File: config.mk
export PLATFORM = sky130hd
export DESIGN_NAME = mem_subsys_top
export DESIGN_NICKNAME = d
export VERILOG_FILES = /design/src/design/mem_bus_pkg.sv /design/src/design/mem_req_if.sv /design/src/design/machine_timer.sv /design/src/design/axi_master_fsm.sv /design/src/design/bus_arbiter.sv /design/src/design/mem_subsys_top.sv
export SDC_FILE = /design/constraint.sdc
export NUM_CORES = 1
export LEC_CHECK = 0
export ABC_AREA = 1
export BUFFER_PORTS_ARGS = -buffer_cell sky130_fd_sc_hd__buf_4
export CAP_MARGIN = 25
export CORE_UTILIZATION = 51
export CTS_CLUSTER_DIAMETER = 50
export DETAILED_ROUTE_END_ITERATION = 7
export GPL_ROUTABILITY_DRIVEN = 0
export PLACE_DENSITY_LB_ADDON = 0.25
export SETUP_SLACK_MARGIN = 0.5
export SLEW_MARGIN = 20
export SYNTH_ARGS = -nofsm -noshare
export SYNTH_HDL_FRONTEND = slang
export SYNTH_HIERARCHICAL = 1
export SYNTH_SLANG_ARGS = --single-unit
File: constraint.sdc
create_clock -name clk -period 7.6 [get_ports clk]
set_input_delay 0.38 -clock clk [delete_from_list [all_inputs] [get_ports clk]]
set_output_delay 0.38 -clock clk [all_outputs]
set_load 0.01 [all_outputs]
File: src/design/mem_bus_pkg.sv
// memory bus package
// shared widths, access size codes, timer register map and the byte-lane view
`default_nettype none

package mem_bus_pkg;

  // bus widths
  parameter int unsigned ADDR_W = 64;
  parameter int unsigned DATA_W = 64;
  parameter int unsigned STRB_W = DATA_W / 8;

  // access size, same encoding as the AXI size field
  typedef enum logic [1:0] {
    SIZE_B = 2'd0,
    SIZE_H = 2'd1,
    SIZE_W = 2'd2,
    SIZE_D = 2'd3
  } size_e;

  // one doubleword, seen whole or as byte lanes
  typedef union packed {
    logic [DATA_W-1:0]     dword;
    logic [STRB_W-1:0][7:0] lane;
  } bus_dword_u;

  // timer window layout
  parameter int unsigned TIMER_WIN_BYTES = 16;
  parameter logic [3:0]  MTIME_OFS       = 4'd0;
  parameter logic [3:0]  MTIMECMP_OFS    = 4'd8;

endpackage

`default_nettype wire

File: src/design/mem_req_if.sv
// request/response bus between the arbiter and one target
// valid and request fields held until the one-cycle ready pulse
`default_nettype none

interface mem_req_if;
  import mem_bus_pkg::*;

  logic              valid;
  logic              wen;
  logic [ADDR_W-1:0] addr;
  size_e             size;
  logic [DATA_W-1:0] wdata;
  logic              ready;
  // valid only while ready is high
  logic [DATA_W-1:0] rdata;

  modport requester (
    output valid, wen, addr, size, wdata,
    input  ready, rdata
  );

  modport target (
    input  valid, wen, addr, size, wdata,
    output ready, rdata
  );

endinterface

`default_nettype wire

File: src/design/machine_timer.sv
// machine timer with mtime and mtimecmp registers
// level interrupt once mtime reaches mtimecmp
`default_nettype none

module machine_timer (
  input  wire        clk,
  input  wire        rst_n,
  mem_req_if.target  bus,
  output logic       o_timer_int
);
  import mem_bus_pkg::*;

  logic [63:0]       mtime;
  logic [63:0]       mtimecmp;
  logic              ready_q;
  logic              int_q;
  logic [DATA_W-1:0] rdata_q;
  logic              accept;
  logic              sel_mtime;
  logic              sel_cmp;

  // a held valid is not taken again in its ready cycle
  assign accept    = bus.valid & ~ready_q;
  assign sel_mtime = bus.addr[3:0] == MTIME_OFS;
  assign sel_cmp   = bus.addr[3:0] == MTIMECMP_OFS;

  always_ff @(posedge clk) begin
    if (!rst_n) begin
      ready_q  <= 1'b0;
      int_q    <= 1'b0;
      mtime    <= '0;
      mtimecmp <= '1;
    end else begin
      ready_q <= accept;
      int_q   <= mtime >= mtimecmp;
      if (accept && bus.wen && sel_mtime) begin
        mtime <= bus.wdata;
      end else begin
        mtime <= mtime + 64'd1;
      end
      if (accept && bus.wen && sel_cmp) begin
        mtimecmp <= bus.wdata;
      end
    end
  end

  // read value captured at accept
  always_ff @(posedge clk) begin
    if (accept) begin
      rdata_q <= sel_mtime ? mtime : (sel_cmp ? mtimecmp : '0);
    end
  end

  assign bus.ready   = ready_q;
  assign bus.rdata   = rdata_q;
  assign o_timer_int = int_q;

  a_ready_after_valid: assert property (@(posedge clk) disable iff (!rst_n)
    $rose(bus.ready) |-> $past(bus.valid));

endmodule

`default_nettype wire

File: src/design/axi_master_fsm.sv
// AXI master bridge, one single-beat transfer at a time
// read goes AR then R, write goes AW and W together then B
`default_nettype none

module axi_master_fsm (
  input  wire                             clk,
  input  wire                             rst_n,
  mem_req_if.target                       bus,
  output logic                            o_axi_aw_valid,
  input  wire                             i_axi_aw_ready,
  output logic [mem_bus_pkg::ADDR_W-1:0]  o_axi_aw_addr,
  output logic [2:0]                      o_axi_aw_size,
  output logic                            o_axi_w_valid,
  input  wire                             i_axi_w_ready,
  output logic [mem_bus_pkg::DATA_W-1:0]  o_axi_w_data,
  output logic [mem_bus_pkg::STRB_W-1:0]  o_axi_w_strb,
  input  wire                             i_axi_b_valid,
  output logic                            o_axi_b_ready,
  output logic                            o_axi_ar_valid,
  input  wire                             i_axi_ar_ready,
  output logic [mem_bus_pkg::ADDR_W-1:0]  o_axi_ar_addr,
  output logic [2:0]                      o_axi_ar_size,
  input  wire                             i_axi_r_valid,
  output logic                            o_axi_r_ready,
  input  wire [mem_bus_pkg::DATA_W-1:0]   i_axi_r_data
);
  import mem_bus_pkg::*;

  typedef enum logic [2:0] {
    ST_IDLE,
    ST_RD_ADDR,
    ST_RD_DATA,
    ST_WR_REQ,
    ST_WR_RESP
  } state_e;

  state_e            state_q;
  logic              ready_q;
  logic              aw_done_q;
  logic              w_done_q;
  logic              accept;
  logic              aw_hs;
  logic              w_hs;
  logic              r_hs;
  logic              b_hs;
  logic [2:0]        ofs;
  logic [3:0]        nbytes;
  bus_dword_u        src_u;
  bus_dword_u        lane_u;
  logic [STRB_W-1:0] strb;
  logic [ADDR_W-1:0] addr_q;
  size_e             size_q;
  logic [DATA_W-1:0] wdata_q;
  logic [STRB_W-1:0] strb_q;
  logic [DATA_W-1:0] rdata_q;

  // skip the request still held during its own ready cycle
  assign accept = (state_q == ST_IDLE) & bus.valid & ~ready_q;

  assign aw_hs = o_axi_aw_valid & i_axi_aw_ready;
  assign w_hs  = o_axi_w_valid & i_axi_w_ready;
  assign r_hs  = i_axi_r_valid & o_axi_r_ready;
  assign b_hs  = i_axi_b_valid & o_axi_b_ready;

  always_ff @(posedge clk) begin
    if (!rst_n) begin
      state_q   <= ST_IDLE;
      ready_q   <= 1'b0;
      aw_done_q <= 1'b0;
      w_done_q  <= 1'b0;
    end else begin
      ready_q <= r_hs | b_hs;
      case (state_q)
        ST_IDLE: begin
          aw_done_q <= 1'b0;
          w_done_q  <= 1'b0;
          if (accept) begin
            state_q <= bus.wen ? ST_WR_REQ : ST_RD_ADDR;
          end
        end
        ST_RD_ADDR: if (i_axi_ar_ready) state_q <= ST_RD_DATA;
        ST_RD_DATA: if (r_hs) state_q <= ST_IDLE;
        ST_WR_REQ: begin
          aw_done_q <= aw_done_q | aw_hs;
          w_done_q  <= w_done_q | w_hs;
          if ((aw_done_q | aw_hs) && (w_done_q | w_hs)) begin
            state_q <= ST_WR_RESP;
          end
        end
        ST_WR_RESP: if (b_hs) state_q <= ST_IDLE;
        default: state_q <= ST_IDLE;
      endcase
    end
  end

  assign ofs    = bus.addr[2:0];
  assign nbytes = 4'd1 << bus.size;

  // store bytes moved up to their address lanes
  always_comb begin
    src_u.dword  = bus.wdata;
    lane_u.dword = '0;
    strb         = '0;
    for (int i = 0; i < STRB_W; i++) begin
      if (i >= ofs && (i - ofs) < nbytes) begin
        lane_u.lane[i] = src_u.lane[i - ofs];
        strb[i]        = 1'b1;
      end
    end
  end

  always_ff @(posedge clk) begin
    if (accept) begin
      addr_q  <= bus.addr;
      size_q  <= bus.size;
      wdata_q <= lane_u.dword;
      strb_q  <= strb;
    end
    if (r_hs) begin
      rdata_q <= i_axi_r_data;
    end
  end

  assign o_axi_ar_valid = state_q == ST_RD_ADDR;
  assign o_axi_ar_addr  = addr_q;
  assign o_axi_ar_size  = {1'b0, size_q};
  assign o_axi_r_ready  = state_q == ST_RD_DATA;

  assign o_axi_aw_valid = (state_q == ST_WR_REQ) & ~aw_done_q;
  assign o_axi_aw_addr  = addr_q;
  assign o_axi_aw_size  = {1'b0, size_q};
  assign o_axi_w_valid  = (state_q == ST_WR_REQ) & ~w_done_q;
  assign o_axi_w_data   = wdata_q;
  assign o_axi_w_strb   = strb_q;
  assign o_axi_b_ready  = state_q == ST_WR_RESP;

  assign bus.ready = ready_q;
  assign bus.rdata = rdata_q;

  a_ar_hold: assert property (@(posedge clk) disable iff (!rst_n)
    o_axi_ar_valid && !i_axi_ar_ready |=> o_axi_ar_valid && $stable(o_axi_ar_addr));

  a_aw_drop: assert property (@(posedge clk) disable iff (!rst_n)
    aw_hs |=> !o_axi_aw_valid);

  a_w_drop: assert property (@(posedge clk) disable iff (!rst_n)
    w_hs |=> !o_axi_w_valid);

endmodule

`default_nettype wire

File: src/design/bus_arbiter.sv
// bus arbiter for fetch and load/store
// fixed load/store priority, timer window decode, read data alignment
`default_nettype none

module bus_arbiter #(
  parameter logic [mem_bus_pkg::ADDR_W-1:0] TIMER_BASE = 64'h0200_4000
) (
  input  wire                             clk,
  input  wire                             rst_n,
  input  wire                             i_ifu_valid,
  input  wire [mem_bus_pkg::ADDR_W-1:0]   i_ifu_addr,
  output logic                            o_ifu_ready,
  output logic [31:0]                     o_ifu_instr,
  input  wire                             i_lsu_valid,
  input  wire                             i_lsu_wen,
  input  wire [mem_bus_pkg::ADDR_W-1:0]   i_lsu_addr,
  input  wire mem_bus_pkg::size_e         i_lsu_size,
  input  wire [mem_bus_pkg::DATA_W-1:0]   i_lsu_wdata,
  output logic                            o_lsu_ready,
  output logic [mem_bus_pkg::DATA_W-1:0]  o_lsu_rdata,
  mem_req_if.requester                    timer_bus,
  mem_req_if.requester                    ram_bus
);
  import mem_bus_pkg::*;

  logic              busy_q;
  logic              lsu_sel_q;
  logic [ADDR_W-1:0] req_addr;
  size_e             req_size;
  logic              hit_timer;
  logic              done;
  logic [2:0]        ofs;
  logic [3:0]        nbytes;
  bus_dword_u        raw_u;
  bus_dword_u        shift_u;

  // grant taken when idle, held until the target answers
  always_ff @(posedge clk) begin
    if (!rst_n) begin
      busy_q    <= 1'b0;
      lsu_sel_q <= 1'b0;
    end else if (!busy_q) begin
      busy_q    <= i_lsu_valid | i_ifu_valid;
      lsu_sel_q <= i_lsu_valid;
    end else if (done) begin
      busy_q <= 1'b0;
    end
  end

  // fetch is always a word read
  assign req_addr = lsu_sel_q ? i_lsu_addr : i_ifu_addr;
  assign req_size = lsu_sel_q ? i_lsu_size : SIZE_W;

  assign hit_timer = (req_addr >= TIMER_BASE) &&
                     (req_addr < TIMER_BASE + TIMER_WIN_BYTES);

  assign timer_bus.valid = busy_q & hit_timer;
  assign timer_bus.wen   = lsu_sel_q & i_lsu_wen;
  assign timer_bus.addr  = req_addr;
  assign timer_bus.size  = req_size;
  assign timer_bus.wdata = i_lsu_wdata;

  assign ram_bus.valid = busy_q & ~hit_timer;
  assign ram_bus.wen   = lsu_sel_q & i_lsu_wen;
  assign ram_bus.addr  = req_addr;
  assign ram_bus.size  = req_size;
  assign ram_bus.wdata = i_lsu_wdata;

  assign done = busy_q & (hit_timer ? timer_bus.ready : ram_bus.ready);

  assign o_lsu_ready = done & lsu_sel_q;
  assign o_ifu_ready = done & ~lsu_sel_q;

  assign ofs    = req_addr[2:0];
  assign nbytes = 4'd1 << req_size;

  // bring the addressed bytes down to lane 0, zero above the access size
  always_comb begin
    raw_u.dword   = hit_timer ? timer_bus.rdata : ram_bus.rdata;
    shift_u.dword = '0;
    for (int i = 0; i < STRB_W; i++) begin
      if ((i + ofs) < STRB_W && i < nbytes) begin
        shift_u.lane[i] = raw_u.lane[i + ofs];
      end
    end
  end

  assign o_lsu_rdata = shift_u.dword;
  assign o_ifu_instr = shift_u.dword[31:0];

  a_one_target: assert property (@(posedge clk) disable iff (!rst_n)
    !(timer_bus.valid && ram_bus.valid));

endmodule

`default_nettype wire

File: src/design/mem_subsys_top.sv
// memory subsystem top level
// arbiter in front of the machine timer and the AXI master bridge
`default_nettype none

module mem_subsys_top #(
  parameter logic [mem_bus_pkg::ADDR_W-1:0] TIMER_BASE = 64'h0200_4000
) (
  input  wire                             clk,
  input  wire                             rst_n,
  // fetch port
  input  wire                             i_ifu_valid,
  input  wire [mem_bus_pkg::ADDR_W-1:0]   i_ifu_addr,
  output logic                            o_ifu_ready,
  output logic [31:0]                     o_ifu_instr,
  // load/store port
  input  wire                             i_lsu_valid,
  input  wire                             i_lsu_wen,
  input  wire [mem_bus_pkg::ADDR_W-1:0]   i_lsu_addr,
  input  wire mem_bus_pkg::size_e         i_lsu_size,
  input  wire [mem_bus_pkg::DATA_W-1:0]   i_lsu_wdata,
  output logic                            o_lsu_ready,
  output logic [mem_bus_pkg::DATA_W-1:0]  o_lsu_rdata,
  output logic                            o_timer_int,
  // AXI master
  output logic                            o_axi_aw_valid,
  input  wire                             i_axi_aw_ready,
  output logic [mem_bus_pkg::ADDR_W-1:0]  o_axi_aw_addr,
  output logic [2:0]                      o_axi_aw_size,
  output logic                            o_axi_w_valid,
  input  wire                             i_axi_w_ready,
  output logic [mem_bus_pkg::DATA_W-1:0]  o_axi_w_data,
  output logic [mem_bus_pkg::STRB_W-1:0]  o_axi_w_strb,
  input  wire                             i_axi_b_valid,
  output logic                            o_axi_b_ready,
  output logic                            o_axi_ar_valid,
  input  wire                             i_axi_ar_ready,
  output logic [mem_bus_pkg::ADDR_W-1:0]  o_axi_ar_addr,
  output logic [2:0]                      o_axi_ar_size,
  input  wire                             i_axi_r_valid,
  output logic                            o_axi_r_ready,
  input  wire [mem_bus_pkg::DATA_W-1:0]   i_axi_r_data
);

  mem_req_if timer_bus ();
  mem_req_if ram_bus ();

  bus_arbiter #(
    .TIMER_BASE (TIMER_BASE)
  ) u_bus_arbiter (
    .clk         (clk),
    .rst_n       (rst_n),
    .i_ifu_valid (i_ifu_valid),
    .i_ifu_addr  (i_ifu_addr),
    .o_ifu_ready (o_ifu_ready),
    .o_ifu_instr (o_ifu_instr),
    .i_lsu_valid (i_lsu_valid),
    .i_lsu_wen   (i_lsu_wen),
    .i_lsu_addr  (i_lsu_addr),
    .i_lsu_size  (i_lsu_size),
    .i_lsu_wdata (i_lsu_wdata),
    .o_lsu_ready (o_lsu_ready),
    .o_lsu_rdata (o_lsu_rdata),
    .timer_bus   (timer_bus.requester),
    .ram_bus     (ram_bus.requester)
  );

  machine_timer u_machine_timer (
    .clk         (clk),
    .rst_n       (rst_n),
    .bus         (timer_bus.target),
    .o_timer_int (o_timer_int)
  );

  axi_master_fsm u_axi_master_fsm (
    .clk            (clk),
    .rst_n          (rst_n),
    .bus            (ram_bus.target),
    .o_axi_aw_valid (o_axi_aw_valid),
    .i_axi_aw_ready (i_axi_aw_ready),
    .o_axi_aw_addr  (o_axi_aw_addr),
    .o_axi_aw_size  (o_axi_aw_size),
    .o_axi_w_valid  (o_axi_w_valid),
    .i_axi_w_ready  (i_axi_w_ready),
    .o_axi_w_data   (o_axi_w_data),
    .o_axi_w_strb   (o_axi_w_strb),
    .i_axi_b_valid  (i_axi_b_valid),
    .o_axi_b_ready  (o_axi_b_ready),
    .o_axi_ar_valid (o_axi_ar_valid),
    .i_axi_ar_ready (i_axi_ar_ready),
    .o_axi_ar_addr  (o_axi_ar_addr),
    .o_axi_ar_size  (o_axi_ar_size),
    .i_axi_r_valid  (i_axi_r_valid),
    .o_axi_r_ready  (o_axi_r_ready),
    .i_axi_r_data   (i_axi_r_data)
  );

endmodule

`default_nettype wire

==> run metrics <==
post-cts sizing count 0; CP required 7.22 ns; clk buf depth 3; Avg Inst Size Synth 7.25 µm²; Yosys warning count 6; final hold vios 0; vias in the first global route 25600; Post-layout nets 4640; Slew Limit Fails 0; vias 28900; total track usage 0.378; Max Fclk 166 MHz; CP Capture Type output pin; origin of the worst setup path u_bus_arbiter/lsu_sel_q; Chip Height 239 µm; global-route wire length before repair 160 mm; Least-Margin Pin Slew 1.09 ns; Tmin final 6.04 ns; WL final 112 mm; Layout area overhead 18.3%; Clock Pin Slew Worst Setup and Hold Paths 0.06 ns; Buf+Inv Stages, Crit Path 5; critical path endpoint o_lsu_rdata[9]; Final Skew 0.0162 ns; H-tree Lvls 2; Clock Sinks 404; max-cap violations 0; grt total ovfl 0; power per cell area 230 nW/µm²; io pins 578; crit path max fanout 77; fill count 5015; crit-path leading delay family buffers and inverters; drc violations 0; number of routed nets with antenna violations 0; critical path depth 12; depth of the worst register-to-register path 14; RSZ-0062 raised after global routing no; setup TNS 0 ns; share of layout cells above drive strength 1 0.194; Detailed Routing Iterations Pass 1 8; Slowest-stage cell, CP nor2_1; r2r setup slk 2.12 ns; full die area 57100 µm²; Worst Hold Path Cells 3; Final Setup Violations 0; worst r2r dst u_axi_master_fsm/o_axi_w_data[53]; Critical Path, Cell by Cell inv_4 > or2_2 > o21ai_2 > buf_4 > inv_2 > ha_1 > xor2_2 > inv_1 > nand3_1 > nand2_1 > nor2_1 > buf_4; Multi-input gate area 13500 µm²; Max stage delay on crit path 0.84 ns; Layout Cells excl Fill 5066; Leak 0.0166 µW; Rows 86; WS Path Type flop to output pin; R2R Path Start u_bus_arbiter/lsu_sel_q; Placed Instances 4899; Cells after Synth 3951; post-route clock period utilization 0.794; most used cell, CP buf_4; status completed; Netlist Area Pre-Place 28600 µm²; total core area 55300 µm²; WL per Instance 22.1 µm; DRT iter0 DRCs 4603; TritonCTS clock tree yes; Port Buffers 575; Worst-Skew Late Latency 0.60 ns; startpoint types flop; Hold Crit Start i_lsu_wdata[45]; relative slew slack 0.268; largest net degree at the start of global routing 123; HP Class primary input to flop; CTS Buf Count 50; Die Span X 239 µm; Reg area 10800 µm²; Root Buffer Master clkbuf_16; via/cell ratio 5.70; Initial Util 0.518; DP Wirelength 85.1 mm; Worst Path Arrival 5.66 ns; initial antenna violation count 11; VDD IR-drop max 0.224 mV
[metrics by stage]
stage               worst slack (ns)  utilization  instance area, µm²  hold WS (ns)  power, µW
finish                          1.56        0.612               33900        0.0503       7790
global route                    1.46        0.612               33900        0.0421       8080
CTS                             1.88        0.611               33800        0.0205       7720
detailed placement              2.30        0.569               31500         0.462       5230
global placement                2.43        0.569               31400         0.459       5220
floorplan                       1.96            -               28600         0.446       4320
[layout by cell type, fill, tap and decap left out, types with 11 or more instances in the layout]
cell and count:
nand3_2 38, clkbuf_16 51, o21ai_2 11, o21ai_1 65, nor2_4 14, o21ai_0 74, dfxtp_1 137, xor2_1 28
edfxtp_1 266, ha_1 103, nand4_1 36, clkinv_1 13, or2_1 42, nand2_1 1027, o22ai_1 55, inv_1 443
or2_2 16, nand3_1 527, buf_4 599, o211ai_1 66, nor2_2 20, nor3_1 30, nand2_2 14, a21oi_1 76
dlygate4sd3_1 64, nor2_1 382
[area by class of cell]
cell class | count | area share
Inverter | 466 | 0.0518
Multi-Input combinational cell | 2680 | 0.398
Sequential cell | 404 | 0.318
Clock buffer | 57 | 0.0384
Timing Repair Buffer | 667 | 0.154
Tap cell | 748 | 0.0276
Clock inverter | 34 | 0.0118
Antenna cell | 10 | 0.000739
[what timing repair did]
action,CTS,global route
hold buffers,64,0
setup buffers,0,0
hold endpoints to repair,64,0
[worst register-to-register path: cells and delay by family (launching register included)]
kind,cells,cell delay (ns)
buffers and inverters,6,2.69
flip-flops,1,0.43
AND/OR/NAND/NOR,3,0.71
adder cells (fa/ha/maj),3,1.28
AO/OA/AOI/OAI,2,0.20
[worst min path at each step]
stage          slack, ns                           end
2_1_floorplan       0.45  u_machine_timer/mtimecmp[10]
3_3_place_gp        0.46  u_machine_timer/mtimecmp[19]
3_5_place_dp        0.46  u_machine_timer/mtimecmp[13]
4_1_cts             0.02          u_bus_arbiter/busy_q
5_1_grt             0.04          u_bus_arbiter/busy_q
6_report            0.05  u_machine_timer/mtimecmp[45]
[flip-flops by register name, indices dropped and copies added, names as in the netlist, 2 cells and up]
register	cells
u_axi_master_fsm/o_axi_ar_addr	64
u_axi_master_fsm/o_axi_w_strb	8
u_axi_master_fsm/size_q	2
u_axi_master_fsm/state_q	3
u_axi_master_fsm/bus.rdata	64
u_machine_timer/mtime	64
u_machine_timer/mtimecmp	64
u_machine_timer/bus.rdata	64
u_axi_master_fsm/o_axi_w_data	64
[routing by layer]
layer / global-route usage / up-vias / wire length [µm]
li1: - / 13300 / -
met1: 0.509 / 13200 / 43400
met2: 0.543 / 2047 / 46500
met3: 0.102 / 360 / 14700
met4: 0.221 / 4 / 7110
met5: 0 / - / 23
[power breakdown]
part | switching [µW] | internal [µW]
Clock | 1020 | 1450
Combinational | 1590 | 910
Sequential | 153 | 2660
Total | 2760 | 5030
(Power assumes the default switching activity.)
